## src/cpuMemPkg.sv

```systemverilog
package cpuMemPkg;

    localparam int ADDR_WIDTH = 32;
    localparam int XLEN = 32;
    localparam int BYTE_WIDTH = 8;

    // one instruction per fetch
    localparam int PC_STEP = 4;

    localparam int QUEUE_DEPTH = 4;

    typedef enum logic {
        opLoad,
        opStore
    } memOp_e;

    typedef enum logic [1:0] {
        stIdle,
        stFetch,
        stLoad,
        stStore
    } ctrlState_e;

    // len is 1, 2 or 4 bytes
    typedef struct packed {
        memOp_e                op;
        logic [2:0]            len;
        logic [ADDR_WIDTH-1:0] addr;
        logic [XLEN-1:0]       wdata;
    } dataReq_t;

    typedef struct packed {
        logic                  we;
        logic [ADDR_WIDTH-1:0] addr;
        logic [BYTE_WIDTH-1:0] wdata;
    } memPort_t;

    typedef struct packed {
        logic [ADDR_WIDTH-1:0] pc;
        logic [XLEN-1:0]       inst;
    } fetchEntry_t;

endpackage

```

## src/fetchUnit.sv

```systemverilog
module fetchUnit (
    input  logic                                clk,
    input  logic                                rst,
    input  logic                                rdy,
    input  logic                                fetchDone,
    input  logic [cpuMemPkg::XLEN-1:0]          fetchInst,
    input  logic [2:0]                          queueFree,
    output logic                                fetchEn,
    output logic [cpuMemPkg::ADDR_WIDTH-1:0]    fetchAddr,
    output logic                                pushValid,
    output cpuMemPkg::fetchEntry_t              pushEntry
);

    logic [cpuMemPkg::ADDR_WIDTH-1:0] pc;

    assign fetchAddr = pc;

    // completed word goes straight into the queue
    assign pushValid = fetchDone;
    assign pushEntry.pc = pc;
    assign pushEntry.inst = fetchInst;

    always_ff @(posedge clk) begin
        if (rst) begin
            pc <= '0;
        end else if (rdy && fetchDone) begin
            pc <= pc + cpuMemPkg::ADDR_WIDTH'(cpuMemPkg::PC_STEP);
        end
    end

    always_ff @(posedge clk) begin
        if (rst) begin
            fetchEn <= 1'b0;
        end else if (rdy) begin
            if (fetchEn) begin
                // queueFree does not count the entry pushed this cycle yet
                if (fetchDone) begin
                    fetchEn <= (queueFree > 3'd1);
                end
            end else begin
                fetchEn <= (queueFree != 3'd0);
            end
        end
    end

endmodule

```

## src/instQueue.sv

```systemverilog
module instQueue (
    input  logic                        clk,
    input  logic                        rst,
    input  logic                        rdy,
    input  logic                        pushValid,
    input  cpuMemPkg::fetchEntry_t      pushEntry,
    input  logic                        popReady,
    output logic                        popValid,
    output cpuMemPkg::fetchEntry_t      popEntry,
    output logic [2:0]                  queueFree
);

    cpuMemPkg::fetchEntry_t entries [cpuMemPkg::QUEUE_DEPTH];

    logic [$clog2(cpuMemPkg::QUEUE_DEPTH)-1:0] wrPtr;
    logic [$clog2(cpuMemPkg::QUEUE_DEPTH)-1:0] rdPtr;
    logic [2:0] count;
    logic push;
    logic pop;

    assign push = pushValid && rdy;
    assign pop = popValid && popReady;

    // nothing leaves while frozen
    assign popValid = rdy && (count != 3'd0);
    assign popEntry = entries[rdPtr];
    assign queueFree = 3'(cpuMemPkg::QUEUE_DEPTH) - count;

    always_ff @(posedge clk) begin
        if (push) begin
            entries[wrPtr] <= pushEntry;
        end
    end

    always_ff @(posedge clk) begin
        if (rst) begin
            wrPtr <= '0;
            rdPtr <= '0;
            count <= '0;
        end else if (rdy) begin
            if (push) begin
                wrPtr <= wrPtr + 1'b1;
            end
            if (pop) begin
                rdPtr <= rdPtr + 1'b1;
            end
            // simultaneous push and pop leaves count alone
            if (push && !pop) begin
                count <= count + 3'd1;
            end else if (pop && !push) begin
                count <= count - 3'd1;
            end
        end
    end

endmodule

```

## src/memCtrl.sv

```systemverilog
module memCtrl (
    input  logic                                clk,
    input  logic                                rst,
    input  logic                                rdy,
    input  logic                                ioBufferFull,
    input  logic                                dataEn,
    input  cpuMemPkg::dataReq_t                 dataReq,
    input  logic                                fetchEn,
    input  logic [cpuMemPkg::ADDR_WIDTH-1:0]    fetchAddr,
    input  logic [cpuMemPkg::BYTE_WIDTH-1:0]    ramRdata,
    output cpuMemPkg::memPort_t                 ramCmd,
    output logic                                dataDone,
    output logic [cpuMemPkg::XLEN-1:0]          dataRdata,
    output logic                                fetchDone,
    output logic [cpuMemPkg::XLEN-1:0]          fetchInst
);

    cpuMemPkg::ctrlState_e state;
    logic [2:0] stage;
    logic active;

    // request latched at acceptance
    cpuMemPkg::dataReq_t req;

    logic [cpuMemPkg::XLEN-1:0] shiftWord;
    logic [cpuMemPkg::XLEN-1:0] assembled;
    logic [cpuMemPkg::ADDR_WIDTH-1:0] lastAddr;
    logic [cpuMemPkg::ADDR_WIDTH-1:0] byteAddr;

    assign active = rdy && !ioBufferFull;
    assign byteAddr = req.addr + cpuMemPkg::ADDR_WIDTH'(stage);

    // newest byte enters at the top, earlier bytes move down
    assign assembled = {ramRdata, shiftWord[cpuMemPkg::XLEN-1:cpuMemPkg::BYTE_WIDTH]};

    // short loads sit in the upper bytes, shift them down and zero-fill
    assign dataRdata = assembled >> (cpuMemPkg::BYTE_WIDTH * (4 - req.len));
    assign fetchInst = assembled;

    always_comb begin
        // hold the last address so a stalled read returns the same byte
        ramCmd.we = 1'b0;
        ramCmd.addr = lastAddr;
        ramCmd.wdata = '0;
        dataDone = 1'b0;
        fetchDone = 1'b0;
        if (active) begin
            case (state)
                cpuMemPkg::stIdle: begin
                    if (dataEn) begin
                        ramCmd.addr = dataReq.addr;
                        if (dataReq.op == cpuMemPkg::opStore) begin
                            ramCmd.we = 1'b1;
                            ramCmd.wdata = dataReq.wdata[cpuMemPkg::BYTE_WIDTH-1:0];
                            dataDone = (dataReq.len == 3'd1);
                        end
                    end else if (fetchEn) begin
                        ramCmd.addr = fetchAddr;
                    end
                end
                cpuMemPkg::stLoad: begin
                    if (stage == req.len) begin
                        dataDone = 1'b1;
                    end else begin
                        ramCmd.addr = byteAddr;
                    end
                end
                cpuMemPkg::stFetch: begin
                    if (stage == 3'd4) begin
                        fetchDone = 1'b1;
                    end else begin
                        ramCmd.addr = byteAddr;
                    end
                end
                cpuMemPkg::stStore: begin
                    ramCmd.we = 1'b1;
                    ramCmd.addr = byteAddr;
                    ramCmd.wdata =
                        req.wdata[stage[1:0]*cpuMemPkg::BYTE_WIDTH +: cpuMemPkg::BYTE_WIDTH];
                    dataDone = (stage == req.len - 3'd1);
                end
                default: begin
                    ramCmd.we = 1'b0;
                end
            endcase
        end
    end

    always_ff @(posedge clk) begin
        if (rst) begin
            state <= cpuMemPkg::stIdle;
            stage <= '0;
            lastAddr <= '0;
        end else if (active) begin
            lastAddr <= ramCmd.addr;
            case (state)
                cpuMemPkg::stIdle: begin
                    // acceptance cycle already moved byte 0
                    stage <= 3'd1;
                    if (dataEn) begin
                        if (dataReq.op == cpuMemPkg::opLoad) begin
                            state <= cpuMemPkg::stLoad;
                        end else if (dataReq.len != 3'd1) begin
                            state <= cpuMemPkg::stStore;
                        end
                    end else if (fetchEn) begin
                        state <= cpuMemPkg::stFetch;
                    end
                end
                cpuMemPkg::stLoad: begin
                    if (stage == req.len) begin
                        state <= cpuMemPkg::stIdle;
                    end else begin
                        stage <= stage + 3'd1;
                    end
                end
                cpuMemPkg::stFetch: begin
                    if (stage == 3'd4) begin
                        state <= cpuMemPkg::stIdle;
                    end else begin
                        stage <= stage + 3'd1;
                    end
                end
                cpuMemPkg::stStore: begin
                    if (stage == req.len - 3'd1) begin
                        state <= cpuMemPkg::stIdle;
                    end else begin
                        stage <= stage + 3'd1;
                    end
                end
                default: begin
                    state <= cpuMemPkg::stIdle;
                end
            endcase
        end
    end

    always_ff @(posedge clk) begin
        if (active) begin
            if (state == cpuMemPkg::stIdle) begin
                if (dataEn) begin
                    req <= dataReq;
                end else if (fetchEn) begin
                    // a fetch is a four byte load
                    req.len <= 3'd4;
                    req.addr <= fetchAddr;
                end
            end else begin
                shiftWord <= assembled;
            end
        end
    end

endmodule

```

## src/memSubsystem.sv

```systemverilog
module memSubsystem (
    input  logic                                clk,
    input  logic                                rst,
    input  logic                                rdy,
    input  logic                                ioBufferFull,
    input  logic [cpuMemPkg::BYTE_WIDTH-1:0]    ramRdata,
    input  logic                                dataEn,
    input  cpuMemPkg::dataReq_t                 dataReq,
    input  logic                                popReady,
    output cpuMemPkg::memPort_t                 ramCmd,
    output logic                                dataDone,
    output logic [cpuMemPkg::XLEN-1:0]          dataRdata,
    output logic                                popValid,
    output cpuMemPkg::fetchEntry_t              popEntry
);

    logic fetchEn;
    logic [cpuMemPkg::ADDR_WIDTH-1:0] fetchAddr;
    logic fetchDone;
    logic [cpuMemPkg::XLEN-1:0] fetchInst;
    logic pushValid;
    cpuMemPkg::fetchEntry_t pushEntry;
    logic [2:0] queueFree;

    fetchUnit uFetch (
        .clk       (clk),
        .rst       (rst),
        .rdy       (rdy),
        .fetchDone (fetchDone),
        .fetchInst (fetchInst),
        .queueFree (queueFree),
        .fetchEn   (fetchEn),
        .fetchAddr (fetchAddr),
        .pushValid (pushValid),
        .pushEntry (pushEntry)
    );

    instQueue uQueue (
        .clk       (clk),
        .rst       (rst),
        .rdy       (rdy),
        .pushValid (pushValid),
        .pushEntry (pushEntry),
        .popReady  (popReady),
        .popValid  (popValid),
        .popEntry  (popEntry),
        .queueFree (queueFree)
    );

    memCtrl uCtrl (
        .clk          (clk),
        .rst          (rst),
        .rdy          (rdy),
        .ioBufferFull (ioBufferFull),
        .dataEn       (dataEn),
        .dataReq      (dataReq),
        .fetchEn      (fetchEn),
        .fetchAddr    (fetchAddr),
        .ramRdata     (ramRdata),
        .ramCmd       (ramCmd),
        .dataDone     (dataDone),
        .dataRdata    (dataRdata),
        .fetchDone    (fetchDone),
        .fetchInst    (fetchInst)
    );

endmodule

```

## config.mk

```make
export PLATFORM = sky130hd
export DESIGN_NAME = memSubsystem
export DESIGN_NICKNAME = d
export VERILOG_FILES = /design/src/cpuMemPkg.sv /design/src/fetchUnit.sv /design/src/instQueue.sv /design/src/memCtrl.sv /design/src/memSubsystem.sv
export SDC_FILE = /design/constraint.sdc
export NUM_CORES = 1
export LEC_CHECK = 0
export BUFFER_PORTS_ARGS = -buffer_cell sky130_fd_sc_hd__buf_2
export CAP_MARGIN = 25
export CORE_ASPECT_RATIO = 0.5
export CORE_MARGIN = 2
export CORE_UTILIZATION = 35
export CTS_CLUSTER_DIAMETER = 200
export CTS_CLUSTER_SIZE = 12
export DETAILED_ROUTE_END_ITERATION = 7
export PLACE_DENSITY = 0.55
export SLEW_MARGIN = 20
export SYNTH_ARGS = -nofsm -noshare
export SYNTH_HDL_FRONTEND = slang
export SYNTH_SLANG_ARGS = --single-unit
export TNS_END_PERCENT = 1
```

## constraint.sdc

```tcl
create_clock -name clk -period 10.3 [get_ports clk]
set_clock_uncertainty 0.15 [all_clocks]
set_input_delay 2.06 -clock clk [delete_from_list [all_inputs] [get_ports clk]]
set_output_delay 2.06 -clock clk [all_outputs]
set_load 0.05 [all_outputs]
```

# == Word level (Yosys, flattened, before mapping) ==
# Memory sizes are Yosys's and may differ from the RTL's. A register that Yosys moved wholly into a read port is not among the register bits.
# Cells that the tools add are included.
# totals
output_inout_bits,139
word_cells,107
register_bits,176
mem_count,1
inputBits,82
ramBits,256
# op_classes
n_addsub,10
bitwise,1
eq_ne,16
n_reduce_logical,22
n_mux,42
shifts,2
n_lt_le_gt_ge,1
# mem_list
name,words,width,read_ports,rd_ports_with_merged_regs,write_ports,line_no,text
uQueue.entries,4,64,1,1,1,instQueue.sv:13,cpuMemPkg::fetchEntry_t entries [cpuMemPkg::QUEUE_DEPTH];
# op_table
cell,n
$mux 32,4
$pmux 32 s4,1
$mux 35,2
$mux 41,1
$add 32x3->32,1
$add 32x3->32 const B,1
$shiftx 32x6->8,1
$shr 32x32->32,1
$mux 2,9
$mux 8,2
$pmux 8 s2,1
$mux 3,5
$mux 1,13
$pmux 3 s4,1
$pmux 2 s4,1
$reduce_and 2->1,4
$add 3x1->3 const B,2
$eq 3x3->1,2
$logic_and 1x1->1,6
$ne 2x1->1 const B,3
$ne 2x2->1 const B,3
$reduce_and 3->1,2
$reduce_and 6->1,1
$reduce_bool 3->1,2
other kinds (19),25

# == Depth between registers and ports, before layout ==
# depth
ltp_word,9
mapped_depth,13

# == Cells and area by module ==
# From an unflattened synthesis, not the netlist that was laid out.
# unflattened
cells_unflattened,1430
area_unflattened_um2,19657.6
# by_module_without_submodules
mod,area_each_um2,instances,cells_per_inst
instQueue,9813.2,1,389
memCtrl,7891.3,1,803
fetchUnit,1953.1,1,238

# == Least setup slack after synthesis ==
# No wires, ideal clock.
# synth_path
path_type,input to output
startpoint,input port dataEn
endpoint,output port ramCmd[8] (netlist bit)
cell_stages,6
t_arrival_ns,4.951
setup_slack_ns,3.139
cell_sequence,clkbuf_1 > clkbuf_1 > nand2_1 > nor2_1 > a22oi_1 > o21ai_0
# synth_lines
element,line_no,text
from (decl),memSubsystem.sv:7,"input logic dataEn,"
to (decl),memSubsystem.sv:10,"output cpuMemPkg::memPort_t ramCmd,"

==> metrics.md <==
| Metric | Value |
|---|---|
| Setup_tns | `0 ns` |
| TritonCTS clock tree | `yes` |
| Clk slew on worst S/H paths | `0.07 ns` |
| Tcrit/Tclk final | `68.41%` |
| Worst EP required | `8.09 ns` |
| Hold Violations, Final | `0` |
| Fin crit period | `7.046 ns` |
| Detailed Place HPWL | `31720 um` |
| RSZ-0062 raised after global routing | `false` |
| Asr flop ratio synth | `0%` |
| Worst slew pin tran | `1.017 ns` |
| Initial Util | `35.37%` |
| Synth Area in Simple Gates | `9.407%` |
| Cell taking the most area after synthesis | `edfxtp_1` |
| Wire length on met1 | `20170 um` |
| Synth top area share | `55.54%` |
| Adder-cell share of the synthesized area | `1.584%` |
| Top Layer Used | `met4` |
| PD cells | `162.9 nW/um2` |
| Layout area overhead | `16.71%` |
| DRC viols | `0` |
| Post-Syn Area | `18330 um2` |
| Dominant synthesized flop cell | `edfxtp_1` |
| Postcts setup bufs | `0` |
| Setup Crit Path Kind | `in -> out` |
| ANT nets after route | `0` |
| Worst setup SP type | `primary input` |
| Overall Global Routing Usage | `17.73%` |
| Post-CTS Hold Fix Bufs | `0` |
| Netlist cell types | `75` |
| Layout cells sized above 1 | `27.25%` |
| Sequential share of power | `52.9%` |
| Die H | `165.8 um` |
| DIE WIDTH | `327.6 um` |
| Psw | `0.0008376 W` |
| Num ports | `221` |
| CTS Buf Count | `40` |
| Multi-input gate area | `6202 um2` |
| Worst hold slack | `0.3478 ns` |
| Cells after Synth | `1273` |
| Crit path capture type | `output port` |
| Htree depth | `2` |
| DRT iter0 DRCs | `970` |
| Area contributors post-synth | `edfxtp_1 56%, dfxtp_1 8.4%, mux4_2 7.6%` |
| Seq/Total Area, Yosys | `63.95%` |
| Mean Syn Cell Area | `14.40 um2` |
| Die ar. | `54320 um2` |
| Share of cell area taken by muxes after synthesis | `12.94%` |
| Max-cap violation count | `0` |
| Met3 wire length | `2397 um` |
| Fill cells | `4814` |
| Row cnt | `59` |
| Antenna violations before repair | `3` |
| Post-cts resize count | `0` |
| Slew Limit Fails | `0` |
| Clk pwr share | `39.6%` |
| Largest family of logic cells by synthesized area | `multiplexers` |
| P_leak | `7.365 nW` |
| Core outline area | `51820 um2` |
| Cell Int Power | `0.002647 W` |
| Clk sinks | `416` |
| Sw frac | `24.04%` |
| Global-route wire length before repair | `74010 um` |
| Arr. time, crit path | `4.84 ns` |
| CTS root buf | `clkbuf_16` |
| Via Count | `11620` |
| Clock Tree Buf Depth | `3` |
| Reg2reg start | `uCtrl.req[64]` |
| Combinational fraction of design power | `7.5%` |
| NumNets Final | `1589` |
| Gr ovfl total | `0` |
| WL final | `48620 um` |
| I/O Buffers | `218` |
| Crit Path Max Fanout | `79` |
| WL met2 | `24640 um` |
| FF/Latch Area | `11730 um2` |
| Vias per inst | `5.255` |
| GP Congestion | `0.8598` |
| Hold_sp | `uCtrl.lastAddr[12]` |
| Fmax | `141.9 MHz` |
| DR pass1 iterations | `7` |
| EDFF count, synth | `339` |
| Setup crit start | `dataEn` |
| Worst Hold Class | `reg -> reg` |
| Setup violators final | `0` |
| Post-synthesis compound-gate area fraction | `6.499%` |
| Vias in the first global route | `12240` |
| Status | `complete, no violations` |
| Yosys reg bits | `416` |
| YS warnings | `0` |
| Avg WL per Cell | `21.99 um` |
| Peak supply drop | `0.09769 mV` |
| Largest net degree at the start of global routing | `80` |
| Post-Synth XOR/XNOR Area | `3.161%` |
| Clk_lat worst skew | `0.57 ns` |
| Rel. slew slack | `32.22%` |
## sequential cells by signal, summed over array words and instances (netlist names), named ones only
signal / count
uFetch.fetchAddr: 30
uCtrl.shiftWord: 24
uCtrl.req: 67
uCtrl.stage: 3
uFetch.fetchEn: 1
uQueue.wrPtr: 2
uQueue.rdPtr: 2
uCtrl.state: 2
uCtrl.lastAddr: 32
uQueue.count: 3
uQueue.entries: 248
## layout make-up
class | instances | area share (%)
inverter | 39 | 0.6844
clock inverter | 3 | 0.3568
timing repair buffer | 237 | 5.844
clock buffer | 62 | 5.165
sequential | 416 | 54.83
multi-input combinational | 751 | 29.00
tap | 701 | 4.101
antenna | 2 | 0.02340
## power groups by stage
stage / logic, W / clock network (W) / registers, W
floorplan: 0.000181 / 0 / 0.00187
global placement: 0.000259 / 0 / 0.00188
finish: 0.000263 / 0.00138 / 0.00184
CTS: 0.000264 / 0.00142 / 0.00184
global route: 0.000280 / 0.00149 / 0.00184
detailed placement: 0.000263 / 0 / 0.00188
## cells in the final DEF (no fill, tap or decap), types with 11 or more instances in the layout
| cell | count |
|---|---|
| mux4_2 | 62 |
| dfxtp_1 | 74 |
| mux2_2 | 27 |
| nor2b_1 | 25 |
| inv_1 | 36 |
| nand3_1 | 31 |
| a22oi_1 | 15 |
| edfxtp_1 | 339 |
| clkbuf_16 | 41 |
| buf_2 | 218 |
| a21oi_1 | 46 |
| xor2_1 | 28 |
| ha_1 | 20 |
| clkbuf_1 | 21 |
| o21ai_0 | 35 |
| nor2_1 | 102 |
| o22ai_1 | 12 |
| nand4_1 | 23 |
| buf_4 | 17 |
| xnor2_1 | 35 |
| and2_1 | 19 |
| and3_1 | 11 |
| nand2_1 | 80 |
| mux2i_1 | 46 |
## cells in the mapped netlist (4+ instances only)
cell type    n
dfxtp_1     77
xor2_1      28
o21ai_0     35
o31ai_1      4
nand2_1     80
and2_1      19
nor2_1     104
a32oi_1      5
o211ai_1     4
a21oi_1     46
nor3_1       6
nand4_1     23
buf_1        7
mux4_2      62
xnor2_1     35
mux4_1       8
a22o_1       4
nand2b_1     6
mux2_2      27
and3_1      15
a22oi_1     15
nand3_1     31
o22ai_1     12
mux2i_1     46
and2b_1      8
or3_1        5
a31oi_1      5
buf_4        4
ha_1        20
clkbuf_1    46
a221o_2      5
inv_1       36
edfxtp_1   339
buf_2        9
nor2b_1     25
## worst max-delay path, cell delays in order
cell and delay (ns):
buf_2 0.08, buf_4 0.64, clkinv_1 0.82, nor2_1 0.33
o21ai_0 0.16, a311oi_1 0.31, o21ai_1 0.14, buf_2 0.23
## stage by stage
step | total power (W) | worst slack [ns] | instances | instance area, um2 | util, %
floorplan | 0.002052 | 3.139 | 1274 | 18330 | -
global route | 0.003614 | 3.010 | 2209 | 21380 | 41.26
global placement | 0.002136 | 3.353 | 2142 | 20170 | 38.93
finish | 0.003484 | 3.254 | 2211 | 21390 | 41.27
CTS | 0.003530 | 3.260 | 2207 | 21350 | 41.20
detailed placement | 0.002141 | 3.254 | 2142 | 20170 | 38.93
## layer usage
metal | GRT usage, % | up-vias
li1 | - | 5273
met1 | 22.32 | 5937
met2 | 31.16 | 310
met3 | 3.070 | 98
met4 | 5.465 | 0
met5 | 0 | -
## logic make-up after synthesis
logic type | count (synthesis)
flip-flops | 416
AND/OR/NAND/NOR | 345
AO/OA/AOI/OAI | 175
multiplexers | 143
buffers and inverters | 107
XOR/XNOR | 64
adder cells (fa/ha/maj) | 22
other | 1
## worst paths after layout
check	slack, ns	end	depth (start not counted)
max reg2reg	6.75	uCtrl.stage[2]	9
min reg2reg	0.35	uCtrl.lastAddr[12]	2
min	0.35	uCtrl.lastAddr[12]	2
max	3.25	ramCmd[24]	8
Note: power is estimated with default switching activity, not from simulation.
